--- config.mk ---
export PLATFORM = sky130hd
export DESIGN_NAME = usrp_rx_top
export DESIGN_NICKNAME = d
export VERILOG_FILES = /design/src/common/usrp_rx_pkg.sv /design/src/hw/setting_reg.sv /design/src/hw/master_control.sv /design/src/rx_chain/rx_decimator.sv /design/src/rx_chain/rx_source_select.sv /design/src/rx_buffer/rx_buffer.sv /design/src/hw/usrp_rx_top.sv
export VERILOG_INCLUDE_DIRS = /design/src /design/src/common
export SDC_FILE = /design/constraint.sdc
export NUM_CORES = 1
export LEC_CHECK = 0
export ABC_AREA = 1
export BUFFER_PORTS_ARGS = -buffer_cell sky130_fd_sc_hd__clkbuf_2
export CAP_MARGIN = 10
export CELL_PAD_IN_SITES_DETAIL_PLACEMENT = 0
export CELL_PAD_IN_SITES_GLOBAL_PLACEMENT = 1
export CORE_ASPECT_RATIO = 1.25
export CORE_MARGIN = 2
export CORE_UTILIZATION = 35
export DETAILED_ROUTE_END_ITERATION = 10
export PLACE_DENSITY_LB_ADDON = 0.1
export REMOVE_ABC_BUFFERS = 1
export SYNTH_ARGS = -nofsm -noshare
export SYNTH_HDL_FRONTEND = slang
export SYNTH_SLANG_ARGS = --single-unit
--- constraint.sdc ---
create_clock -name clk64 -period 9 [get_ports clk64]
set_input_delay 0.45 -clock clk64 [delete_from_list [all_inputs] [get_ports clk64]]
set_output_delay 0.45 -clock clk64 [all_outputs]
set_load 0.005 [all_outputs]
--- src/common/usrp_rx_macros.svh ---
`ifndef USRP_RX_MACROS_SVH
`define USRP_RX_MACROS_SVH

// Settings bus register addresses
`define FR_MODE        7'd1
`define FR_DECIM_RATE  7'd2

// Receive FIFO depth in samples
`define RX_FIFO_DEPTH  16

// Arithmetic right shift applied to the decimator accumulator
`define RX_OUT_SHIFT   4

`endif

--- src/common/usrp_rx_pkg.sv ---
package usrp_rx_pkg;

   // Raw ADC sample pair, one per clk64 cycle
   typedef struct packed {
      logic signed [11:0] i;
      logic signed [11:0] q;
   } adc_iq_t;

   // Baseband sample after decimation
   typedef struct packed {
      logic signed [15:0] i;
      logic signed [15:0] q;
   } iq_sample_t;

   // Mode register payload
   typedef struct packed {
      logic counter_mode;
   } mode_cfg_t;

   // Decimation register payload, factor is decim_rate + 1
   typedef struct packed {
      logic       enable_rx;
      logic [7:0] decim_rate;
   } decim_cfg_t;

   // One write on the settings bus
   typedef struct packed {
      logic        strobe;
      logic [6:0]  addr;
      logic [31:0] data;
   } settings_bus_t;

endpackage

--- src/hw/setting_reg.sv ---
module setting_reg
   import usrp_rx_pkg::*;
#(
   parameter int  ADDR = 0,
   parameter type payload_t = logic
)
(
   input  logic          clk64,
   input  logic          rx_dsp_reset,
   input  settings_bus_t i_settings,
   output payload_t      o_value
);

   localparam int PW = $bits(payload_t);

   logic hit;

   // Write only when the strobe carries our address
   assign hit = i_settings.strobe && (i_settings.addr == ADDR[6:0]);

   always_ff @(posedge clk64)
   begin
      if (rx_dsp_reset)
         o_value <= '0;
      else if (hit)
         o_value <= payload_t'(i_settings.data[PW-1:0]);
   end

endmodule

--- src/hw/master_control.sv ---
module master_control
   import usrp_rx_pkg::*;
(
   input  logic       clk64,
   input  logic       rx_dsp_reset,
   input  decim_cfg_t i_decim,
   output logic       o_rx_enable,
   output logic       o_strobe_decim
);

   logic [7:0] phase;
   logic [7:0] rate_q;
   logic       wrap;

   // Top of the decimation period
   assign wrap = (phase == rate_q);

   assign o_strobe_decim = o_rx_enable && wrap;

   always_ff @(posedge clk64)
   begin
      if (rx_dsp_reset)
         o_rx_enable <= 1'b0;
      else
         o_rx_enable <= i_decim.enable_rx;
   end

   // Phase counter runs 0 to rate_q while enabled
   always_ff @(posedge clk64)
   begin
      if (rx_dsp_reset)
         phase <= '0;
      else if (!o_rx_enable)
         phase <= '0;
      else if (wrap)
         phase <= '0;
      else
         phase <= phase + 8'd1;
   end

   // New rate is picked up while idle or at a wrap
   always_ff @(posedge clk64)
   begin
      if (rx_dsp_reset)
         rate_q <= '0;
      else if (!o_rx_enable || wrap)
         rate_q <= i_decim.decim_rate;
   end

endmodule

--- src/rx_chain/rx_decimator.sv ---
`include "usrp_rx_macros.svh"

module rx_decimator
   import usrp_rx_pkg::*;
(
   input  logic       clk64,
   input  logic       rx_dsp_reset,
   input  logic       i_enable,
   input  logic       i_strobe,
   input  adc_iq_t    i_adc,
   output iq_sample_t o_bb,
   output logic       o_bb_valid
);

   logic signed [23:0] acc_i;
   logic signed [23:0] acc_q;
   logic signed [23:0] sum_i;
   logic signed [23:0] sum_q;
   logic signed [23:0] scaled_i;
   logic signed [23:0] scaled_q;
   logic               dump;

   // Running sum including the sample present this cycle
   assign sum_i = acc_i + {{12{i_adc.i[11]}}, i_adc.i};
   assign sum_q = acc_q + {{12{i_adc.q[11]}}, i_adc.q};

   assign scaled_i = sum_i >>> `RX_OUT_SHIFT;
   assign scaled_q = sum_q >>> `RX_OUT_SHIFT;

   assign dump = i_enable && i_strobe;

   always_ff @(posedge clk64)
   begin
      if (rx_dsp_reset || !i_enable)
      begin
         acc_i      <= '0;
         acc_q      <= '0;
         o_bb_valid <= 1'b0;
      end
      else if (i_strobe)
      begin
         // Restart the block after a dump
         acc_i      <= '0;
         acc_q      <= '0;
         o_bb_valid <= 1'b1;
      end
      else
      begin
         acc_i      <= sum_i;
         acc_q      <= sum_q;
         o_bb_valid <= 1'b0;
      end
   end

   // Output word holds between dumps
   always_ff @(posedge clk64)
   begin
      if (dump)
      begin
         o_bb.i <= scaled_i[15:0];
         o_bb.q <= scaled_q[15:0];
      end
   end

endmodule

--- src/rx_chain/rx_source_select.sv ---
module rx_source_select
   import usrp_rx_pkg::*;
(
   input  logic       clk64,
   input  logic       rx_dsp_reset,
   input  mode_cfg_t  i_mode,
   input  logic       i_enable,
   input  iq_sample_t i_bb,
   input  logic       i_bb_valid,
   output iq_sample_t o_src,
   output logic       o_src_valid
);

   logic [15:0] debug_counter;

   always_ff @(posedge clk64)
   begin
      if (rx_dsp_reset)
      begin
         debug_counter <= '0;
         o_src_valid   <= 1'b0;
      end
      else
      begin
         o_src_valid <= i_bb_valid;
         // Pattern restarts from zero on every enable
         if (!i_enable)
            debug_counter <= '0;
         else if (i_bb_valid)
            debug_counter <= debug_counter + 16'd2;
      end
   end

   always_ff @(posedge clk64)
   begin
      if (i_mode.counter_mode)
      begin
         o_src.i <= signed'(debug_counter);
         o_src.q <= signed'(debug_counter + 16'd1);
      end
      else
         o_src <= i_bb;
   end

endmodule

--- src/rx_buffer/rx_buffer.sv ---
`include "usrp_rx_macros.svh"

module rx_buffer
   import usrp_rx_pkg::*;
(
   input  logic       clk64,
   input  logic       rx_dsp_reset,
   input  iq_sample_t i_sample,
   input  logic       i_valid,
   input  logic       i_host_ack,
   input  logic       i_clear_status,
   output logic       o_host_req,
   output iq_sample_t o_host_data,
   output logic       o_rx_overrun
);

   localparam int AW = $clog2(`RX_FIFO_DEPTH);

   typedef enum logic [1:0] {
      ST_IDLE,
      ST_REQ,
      ST_ACK_LOW
   } host_state_t;

   iq_sample_t  mem [`RX_FIFO_DEPTH];
   logic [AW:0] wr_ptr;
   logic [AW:0] rd_ptr;
   logic        empty;
   logic        full;
   logic        push;
   logic        pop;
   host_state_t state;

   // Extra pointer bit tells full from empty
   assign empty = (wr_ptr == rd_ptr);
   assign full  = (wr_ptr[AW-1:0] == rd_ptr[AW-1:0]) && (wr_ptr[AW] != rd_ptr[AW]);
   assign push  = i_valid && !full;
   assign pop   = (state == ST_REQ) && i_host_ack;

   always_ff @(posedge clk64)
   begin
      if (push)
         mem[wr_ptr[AW-1:0]] <= i_sample;
   end

   always_ff @(posedge clk64)
   begin
      if (rx_dsp_reset)
      begin
         wr_ptr <= '0;
         rd_ptr <= '0;
      end
      else
      begin
         if (push)
            wr_ptr <= wr_ptr + 1'b1;
         if (pop)
            rd_ptr <= rd_ptr + 1'b1;
      end
   end

   // Sticky until the host clears status; a new drop wins over the clear
   always_ff @(posedge clk64)
   begin
      if (rx_dsp_reset)
         o_rx_overrun <= 1'b0;
      else if (i_valid && full)
         o_rx_overrun <= 1'b1;
      else if (i_clear_status)
         o_rx_overrun <= 1'b0;
   end

   // Four-phase host handshake
   always_ff @(posedge clk64)
   begin
      if (rx_dsp_reset)
         state <= ST_IDLE;
      else
      begin
         case (state)
            ST_IDLE:
               if (!empty && !i_host_ack)
                  state <= ST_REQ;
            ST_REQ:
               if (i_host_ack)
                  state <= ST_ACK_LOW;
            ST_ACK_LOW:
               if (!i_host_ack)
                  state <= empty ? ST_IDLE : ST_REQ;
            default:
               state <= ST_IDLE;
         endcase
      end
   end

   assign o_host_req  = (state == ST_REQ);
   // Head entry cannot change until it is popped
   assign o_host_data = mem[rd_ptr[AW-1:0]];

endmodule

--- src/hw/usrp_rx_top.sv ---
`include "usrp_rx_macros.svh"

module usrp_rx_top
   import usrp_rx_pkg::*;
(
   input  logic          clk64,
   input  logic          rx_dsp_reset,
   input  settings_bus_t i_settings,
   input  adc_iq_t       i_adc,
   input  logic          i_host_ack,
   input  logic          i_clear_status,
   output logic          o_host_req,
   output iq_sample_t    o_host_data,
   output logic          o_rx_overrun
);

   mode_cfg_t  o_mode;
   decim_cfg_t o_decim;
   logic       rx_enable;
   logic       strobe_decim;
   iq_sample_t bb;
   logic       bb_valid;
   iq_sample_t src;
   logic       src_valid;

   setting_reg #(
      .ADDR      (`FR_MODE),
      .payload_t (mode_cfg_t)
   ) sr_mode (
      .clk64        (clk64),
      .rx_dsp_reset (rx_dsp_reset),
      .i_settings   (i_settings),
      .o_value      (o_mode)
   );

   setting_reg #(
      .ADDR      (`FR_DECIM_RATE),
      .payload_t (decim_cfg_t)
   ) sr_decim (
      .clk64        (clk64),
      .rx_dsp_reset (rx_dsp_reset),
      .i_settings   (i_settings),
      .o_value      (o_decim)
   );

   master_control u_master_control (
      .clk64          (clk64),
      .rx_dsp_reset   (rx_dsp_reset),
      .i_decim        (o_decim),
      .o_rx_enable    (rx_enable),
      .o_strobe_decim (strobe_decim)
   );

   rx_decimator u_rx_decimator (
      .clk64        (clk64),
      .rx_dsp_reset (rx_dsp_reset),
      .i_enable     (rx_enable),
      .i_strobe     (strobe_decim),
      .i_adc        (i_adc),
      .o_bb         (bb),
      .o_bb_valid   (bb_valid)
   );

   rx_source_select u_rx_source_select (
      .clk64        (clk64),
      .rx_dsp_reset (rx_dsp_reset),
      .i_mode       (o_mode),
      .i_enable     (rx_enable),
      .i_bb         (bb),
      .i_bb_valid   (bb_valid),
      .o_src        (src),
      .o_src_valid  (src_valid)
   );

   rx_buffer u_rx_buffer (
      .clk64          (clk64),
      .rx_dsp_reset   (rx_dsp_reset),
      .i_sample       (src),
      .i_valid        (src_valid),
      .i_host_ack     (i_host_ack),
      .i_clear_status (i_clear_status),
      .o_host_req     (o_host_req),
      .o_host_data    (o_host_data),
      .o_rx_overrun   (o_rx_overrun)
   );

endmodule

==> results of run 1 <==
==> per-layer routing <==
| metal | global-route usage | vias up |
|---|---|---|
| li1 | - | 8961 |
| met1 | 0.220 | 8700 |
| met2 | 0.308 | 330 |
| met3 | 0.0254 | 119 |
| met4 | 0.0618 | 0 |
| met5 | 0 | - |
==> final cells by class <==
cell class	count	area (um^2)	area share
Sequential cell	677	19000	0.597
Multi-Input combinational cell	1606	8030	0.252
Clock buffer	99	2050	0.0643
Tap cell	1053	1320	0.0414
Timing Repair Buffer	105	593	0.0186
Inverter	134	510	0.0160
Clock inverter	30	309	0.00971
==> sequential cells by signal (all words and copies together), names as in the netlist, 2 cells and up, named ones only <==
signal / cells
u_rx_buffer.mem: 512
u_rx_decimator.o_bb: 32
u_rx_source_select.o_src: 32
u_rx_decimator.acc_i: 20
u_rx_decimator.acc_q: 20
u_rx_source_select.debug_counter: 15
sr_decim.o_value: 9
u_master_control.phase: 8
u_master_control.rate_q: 8
u_rx_buffer.rd_ptr: 5
u_rx_buffer.wr_ptr: 5
u_rx_buffer.state: 2
==> logic make-up after synthesis <==
family,Yosys count,synth area share
buffers and inverters,255,0.0368
and+or+nand+nor,990,0.141
xor gates and xnor gates,44,0.0138
adders and majority gates,47,0.0216
DFF,677,0.680
AOI/OAI and AO/OA,525,0.106
==> report_power, final <==
group	switching, mW	internal (mW)	total (mW)
sequential	0.00231	3.34	3.34
combinational	0.0425	0.0248	0.0672
clock	1.21	1.74	2.95
==> through the flow <==
step | setup slack [ns] | cells | utilization
2_1_floorplan | 0.927 | 2417 | -
3_3_place_gp | 4.91 | 3575 | 0.374
3_5_place_dp | 4.84 | 3575 | 0.374
4_1_cts | 4.16 | 3704 | 0.404
5_1_grt | 3.95 | 3704 | 0.404
6_report | 4.24 | 3704 | 0.404
==> cells in the final DEF (no fill, tap or decap), types with 2 or more instances in the layout <==
cell	count
inv_1	129
o21ai_1	33
and3_1	2
inv_6	3
and2_1	2
xor2_1	18
clkbuf_2	78
buf_4	27
inv_2	3
nand2_1	339
clkbuf_16	74
or2_2	3
dfxtp_4	3
clkinv_2	9
dfxtp_1	129
clkinv_4	3
nand3b_1	11
nor2b_1	4
o21bai_1	4
clkbuf_1	15
o211ai_1	128
fa_1	2
nor2_4	16
clkbuf_8	10
o21ai_0	289
nor2_1	505
xnor2_1	26
nand2_2	2
edfxtp_1	544
nand3_1	88
nor3_1	6
ha_1	45
bufinv_16	5
clkinvlp_4	3
clkinv_1	7
o21a_1	3
nand4_1	8
a21oi_1	66
==> final timing paths <==
path / depth (start not counted) / slack [ns] / startpoint / end
max: 8 / 4.24 / flip-flop / o_host_data[30]
min: 3 / 0.05 / i_settings[1] / sr_decim.o_value[1]
max reg2reg: 8 / 6.37 / u_rx_buffer.wr_ptr[2] / u_rx_buffer.mem[5][11]
min reg2reg: 2 / 0.44 / u_rx_decimator.o_bb[11] / u_rx_source_select.o_src[11]
==> worst min-delay path: stages <==
cell and delay, ns:
clkbuf_2 0.08, inv_1 0.04, a21oi_1 0.05
==> reports/metrics.yaml, run 1 <==
ant_nets: 0
crit_family: "buffers and inverters"
cts_buffers: 70
timing.final.max_slew_violations: 0
outcome: "complete, no violations"
cts_buffer_depth: 3
cp_num_buf_inv: 4
grt_usage: 0.176
hpwlAfterDp_um: 39000
period_share: 0.528
fmax_ghz: 0.210
synth.most_common_cell: "edfxtp_1"
slowest_delay_ns: 0.89
crit_top_cell: "buf_4"
hold_buffers: 0
layout-drive-gt1-share: 0.0924
place_area_um2: 29500
grt_first_pass_wirelength_um: 109000
hold_viol: 0
cts_tree: "yes"
startpoint_type: "flip-flop"
critical_path_arrival_ns: 4.31
synth_seq_cells: 677
fin_area_um2: 31800
antenna_found_initial: 2
row_count: 115
wl_met3_um: 3050
hp-class: "input pin to flip-flop"
m1WireLength_um: 31600
finalSetupTns_ns: 0
hold-worst-slack_ns: 0.0523
worstPathRequired_ns: 8.55
grt_pass1_vias: 18141
postCtsResizedCells: 0
end_kind: "output pin"
crit_type: "flip-flop to output pin"
overflow: 0
root_buffer: "clkbuf_16"
finalSetupViolCount: 0
io_buffers: 78
fin_worst_skew_ns: 0.0173
syn_to_final_growth_pct: 13.9
cp_max_fo: 103
crit_path_cell_trace: "buf_4, buf_4, buf_4, o21ai_0, o211ai_1, o211ai_1, nand2_1, clkbuf_2"
io_pins: 102
dieArea_um2: 82100
avgSynthCellArea_um2: 11.0
initial_core_util: 0.354
ys_seq_area_frac: 0.680
yosysTopAreaCell: "edfxtp_1"
rsz0062_at_grt: "false"
wl_per_cell_um: 19.5
async_reset_ff_frac: 0
drv_cap: 0
yosys-top-cells-count: "544 x edfxtp_1, 522 x nor2_1, 340 x nand2_1"
synthTopCellsByArea: "edfxtp_1 58%, dfxtp_1 9.5%, nor2_1 7.0%"
clkLatencyLatePin_ns: 0.61
highest_layer: "met4"
coreArea_um2: 78900
synthFlopType: "edfxtp_1"
drc: 0
firstDrtPassIters: 5
worst_slew_pin_slew_ns: 1.11
grt_max_degree: 104
wl_met2_um: 35600
yosysUniqueCellTypes: 36
post_cts_buffers: 0
via_count: 18110
syn_inst: 2538
clkTransAtPathRegs_ns: 0.06
fin_nets: 2709
clkSinkCount: 677
ir_worst_vdd_v: 0.000132
max_slew_margin: 0.259
power_density_nw_per_um2: 200
die_w_um: 257
leakagePower_nw: 11.4
nFillCells: 7749
viasPerCell: 4.89
synth_top_area_frac: 0.585
ys_warn_count: 0
netlist_area_um2: 27900
drt-initial-drc-count: 1174
die_h_um: 320
p_total_mw: 6.35
period_needed_ns: 4.76
insertedDiodeCount: 0
htree_num_levels: 3
place_congestion: 0.751
synth_edf_count: 544
routed_wl_um: 72100
cp_slowest_cell: "buf_4"
(Power assumes the default switching activity.)
==> run 2: changes to the inputs <==
==> constraint.sdc (replaced) <==
create_clock -name clk64 -period 4.4 [get_ports clk64]
set_input_delay 0.22 -clock clk64 [delete_from_list [all_inputs] [get_ports clk64]]
set_output_delay 0.22 -clock clk64 [all_outputs]
set_load 0.005 [all_outputs]
==> reports/metrics.yaml, run 2 (synthesis gave the netlist of run 1 again) <==
leakagePower_nw: 11.5
min_from: "i_adc[1]"
grt_max_degree: 257
worstPathRequired_ns: 4.18
ir_worst_vdd_v: 0.000257
r2r_end: "u_rx_buffer.mem[6][13]"
row_count: 115
crit_path_cell_trace: "buf_12, o21ai_0, o21ai_0, o211ai_1, nand2_1, clkbuf_2"
end_kind: "output pin"
worst_slew_pin_slew_ns: 1.13
htree_num_levels: 3
syn_to_final_growth_pct: 14.8
p_switching_mw: 2.63
critical_path_arrival_ns: 2.88
slowest_delay_ns: 0.73
root_buffer: "clkbuf_16"
outcome: "complete, no violations"
hold_end: "u_rx_decimator.acc_q[1]"
p_total_mw: 13.0
io_buffers: 78
grt_pass1_vias: 18247
initial_core_util: 0.354
die_h_um: 320
pwr-share-seq: 0.525
timing.final.max_slew_violations: 0
finalCoreUtilization: 0.407
hold_viol: 0
die_w_um: 257
comb_power_share: 0.011
drv_cap: 0
cts_buffer_depth: 3
pre_cts_ws_ns: 1.38
dieArea_um2: 82100
p_sw_frac: 0.202
wl_per_cell_um: 19.5
worst_slack_ns: 1.30
grt_first_pass_wirelength_um: 111000
fmax_ghz: 0.323
cp_max_fo: 256
period_needed_ns: 3.10
max_slew_margin: 0.248
startpoint_type: "flip-flop"
hpwlAfterDp_um: 41900
layout-drive-gt1-share: 0.0923
cts_tree: "yes"
rsz0062_at_grt: "false"
overflow: 0
cp_slowest_cell: "buf_12"
r2r_start: "u_rx_buffer.wr_ptr[2]"
nFillCells: 7676
crit_family: "buffers and inverters"
antenna_found_initial: 2
clkTransAtPathRegs_ns: 0.06
post_cts_buffers: 0
clkLatencyLatePin_ns: 0.62
rr_worst_depth: 8
clkSinkCount: 677
fin_worst_skew_ns: 0.0196
fin_nets: 2733
fin_area_um2: 32100
finalSetupViolCount: 0
r2r_slack_ns: 1.43
final_common_cell: "edfxtp_1"
drt-initial-drc-count: 1222
multi_input_area_um2: 8030
register_area_um2: 19000
clockPowerShare: 0.463
drc: 0
via_count: 18435
intPower_mw: 10.4
crit_type: "flip-flop to output pin"
hold-worst-slack_ns: 0.0382
period_share: 0.703
largest_register_ffs: 512
insertedDiodeCount: 0
place_area_um2: 29600
mostFrequentLayoutCells: "544 x edfxtp_1, 505 x nor2_1, 339 x nand2_1"
coreArea_um2: 78900
hp-class: "input pin to flip-flop"
place_congestion: 0.768
grt_usage: 0.176
cp_num_buf_inv: 2
power_density_nw_per_um2: 406
io_pins: 102
crit_top_cell: "o21ai_0"
routed_wl_um: 72700
viasPerCell: 4.94
min_path_cells: 4
firstDrtPassIters: 5
ant_nets: 0
cts_buffers: 72
[run 2: cell count changes in the layout (fill, tap and decap cells not counted), sizes merged]
cell / before / now
inv: 136 / 141
clkbuf: 177 / 178
dlygate4sd3: 0 / 17
clkinvlp: 3 / 1
buf: 27 / 32
[run 2: per-layer routing]
layer | vias up | part of all wire | GRT usage
met5 | - | 0 | 0
met4 | 0 | 0.018 | 0.0464
met3 | 89 | 0.042 | 0.0248
met2 | 358 | 0.50 | 0.308
met1 | 8990 | 0.44 | 0.229
li1 | 8998 | - | -
[run 2: final cells by class]
type                            count  area share
Sequential cell                   677       0.593
Multi-Input combinational cell   1606       0.251
Clock buffer                      100      0.0621
Tap cell                         1053      0.0411
Timing Repair Buffer              127      0.0269
Inverter                          134      0.0159
Clock inverter                     33      0.0105
[run 2: power by group through the flow]
| stage | logic [mW] | clock network [mW] | registers, mW |
|---|---|---|---|
| 2_1_floorplan | 0.0842 | 0 | 6.97 |
| 3_3_place_gp | 0.141 | 0 | 6.97 |
| 3_5_place_dp | 0.141 | 0 | 6.97 |
| 4_1_cts | 0.152 | 6.19 | 6.83 |
| 5_1_grt | 0.172 | 6.43 | 6.83 |
| 6_report | 0.149 | 6.02 | 6.83 |
[run 2: worst min-delay path: stages]
cell      delay [ns]
clkbuf_2        0.11
fa_1            0.16
inv_1           0.04
nor2_1          0.08
[run 2: worst max-delay path by stage]
stage                                  end                  start  cells past startpoint
finish                     o_host_data[30]              flip-flop                      6
global route               o_host_data[24]              flip-flop                      9
CTS                        o_host_data[24]              flip-flop                      9
detailed placement  u_rx_buffer.mem[6][30]  u_rx_buffer.wr_ptr[3]                      8
global placement    u_rx_buffer.mem[6][30]  u_rx_buffer.wr_ptr[3]                      8
floorplan                  o_host_data[25]              flip-flop                      7
[run 2: through the flow]
stage,std cells,TNS [ns]
2_1_floorplan,2417,-109.73
3_3_place_gp,3580,0
3_5_place_dp,3580,0
4_1_cts,3730,0
5_1_grt,3730,0
6_report,3730,0
[run 2: repair_timing]
item                      4_1_cts  5_1_grt
hold endpoints to repair       23        0
resized for setup               0        0
hold buffers                   17        0
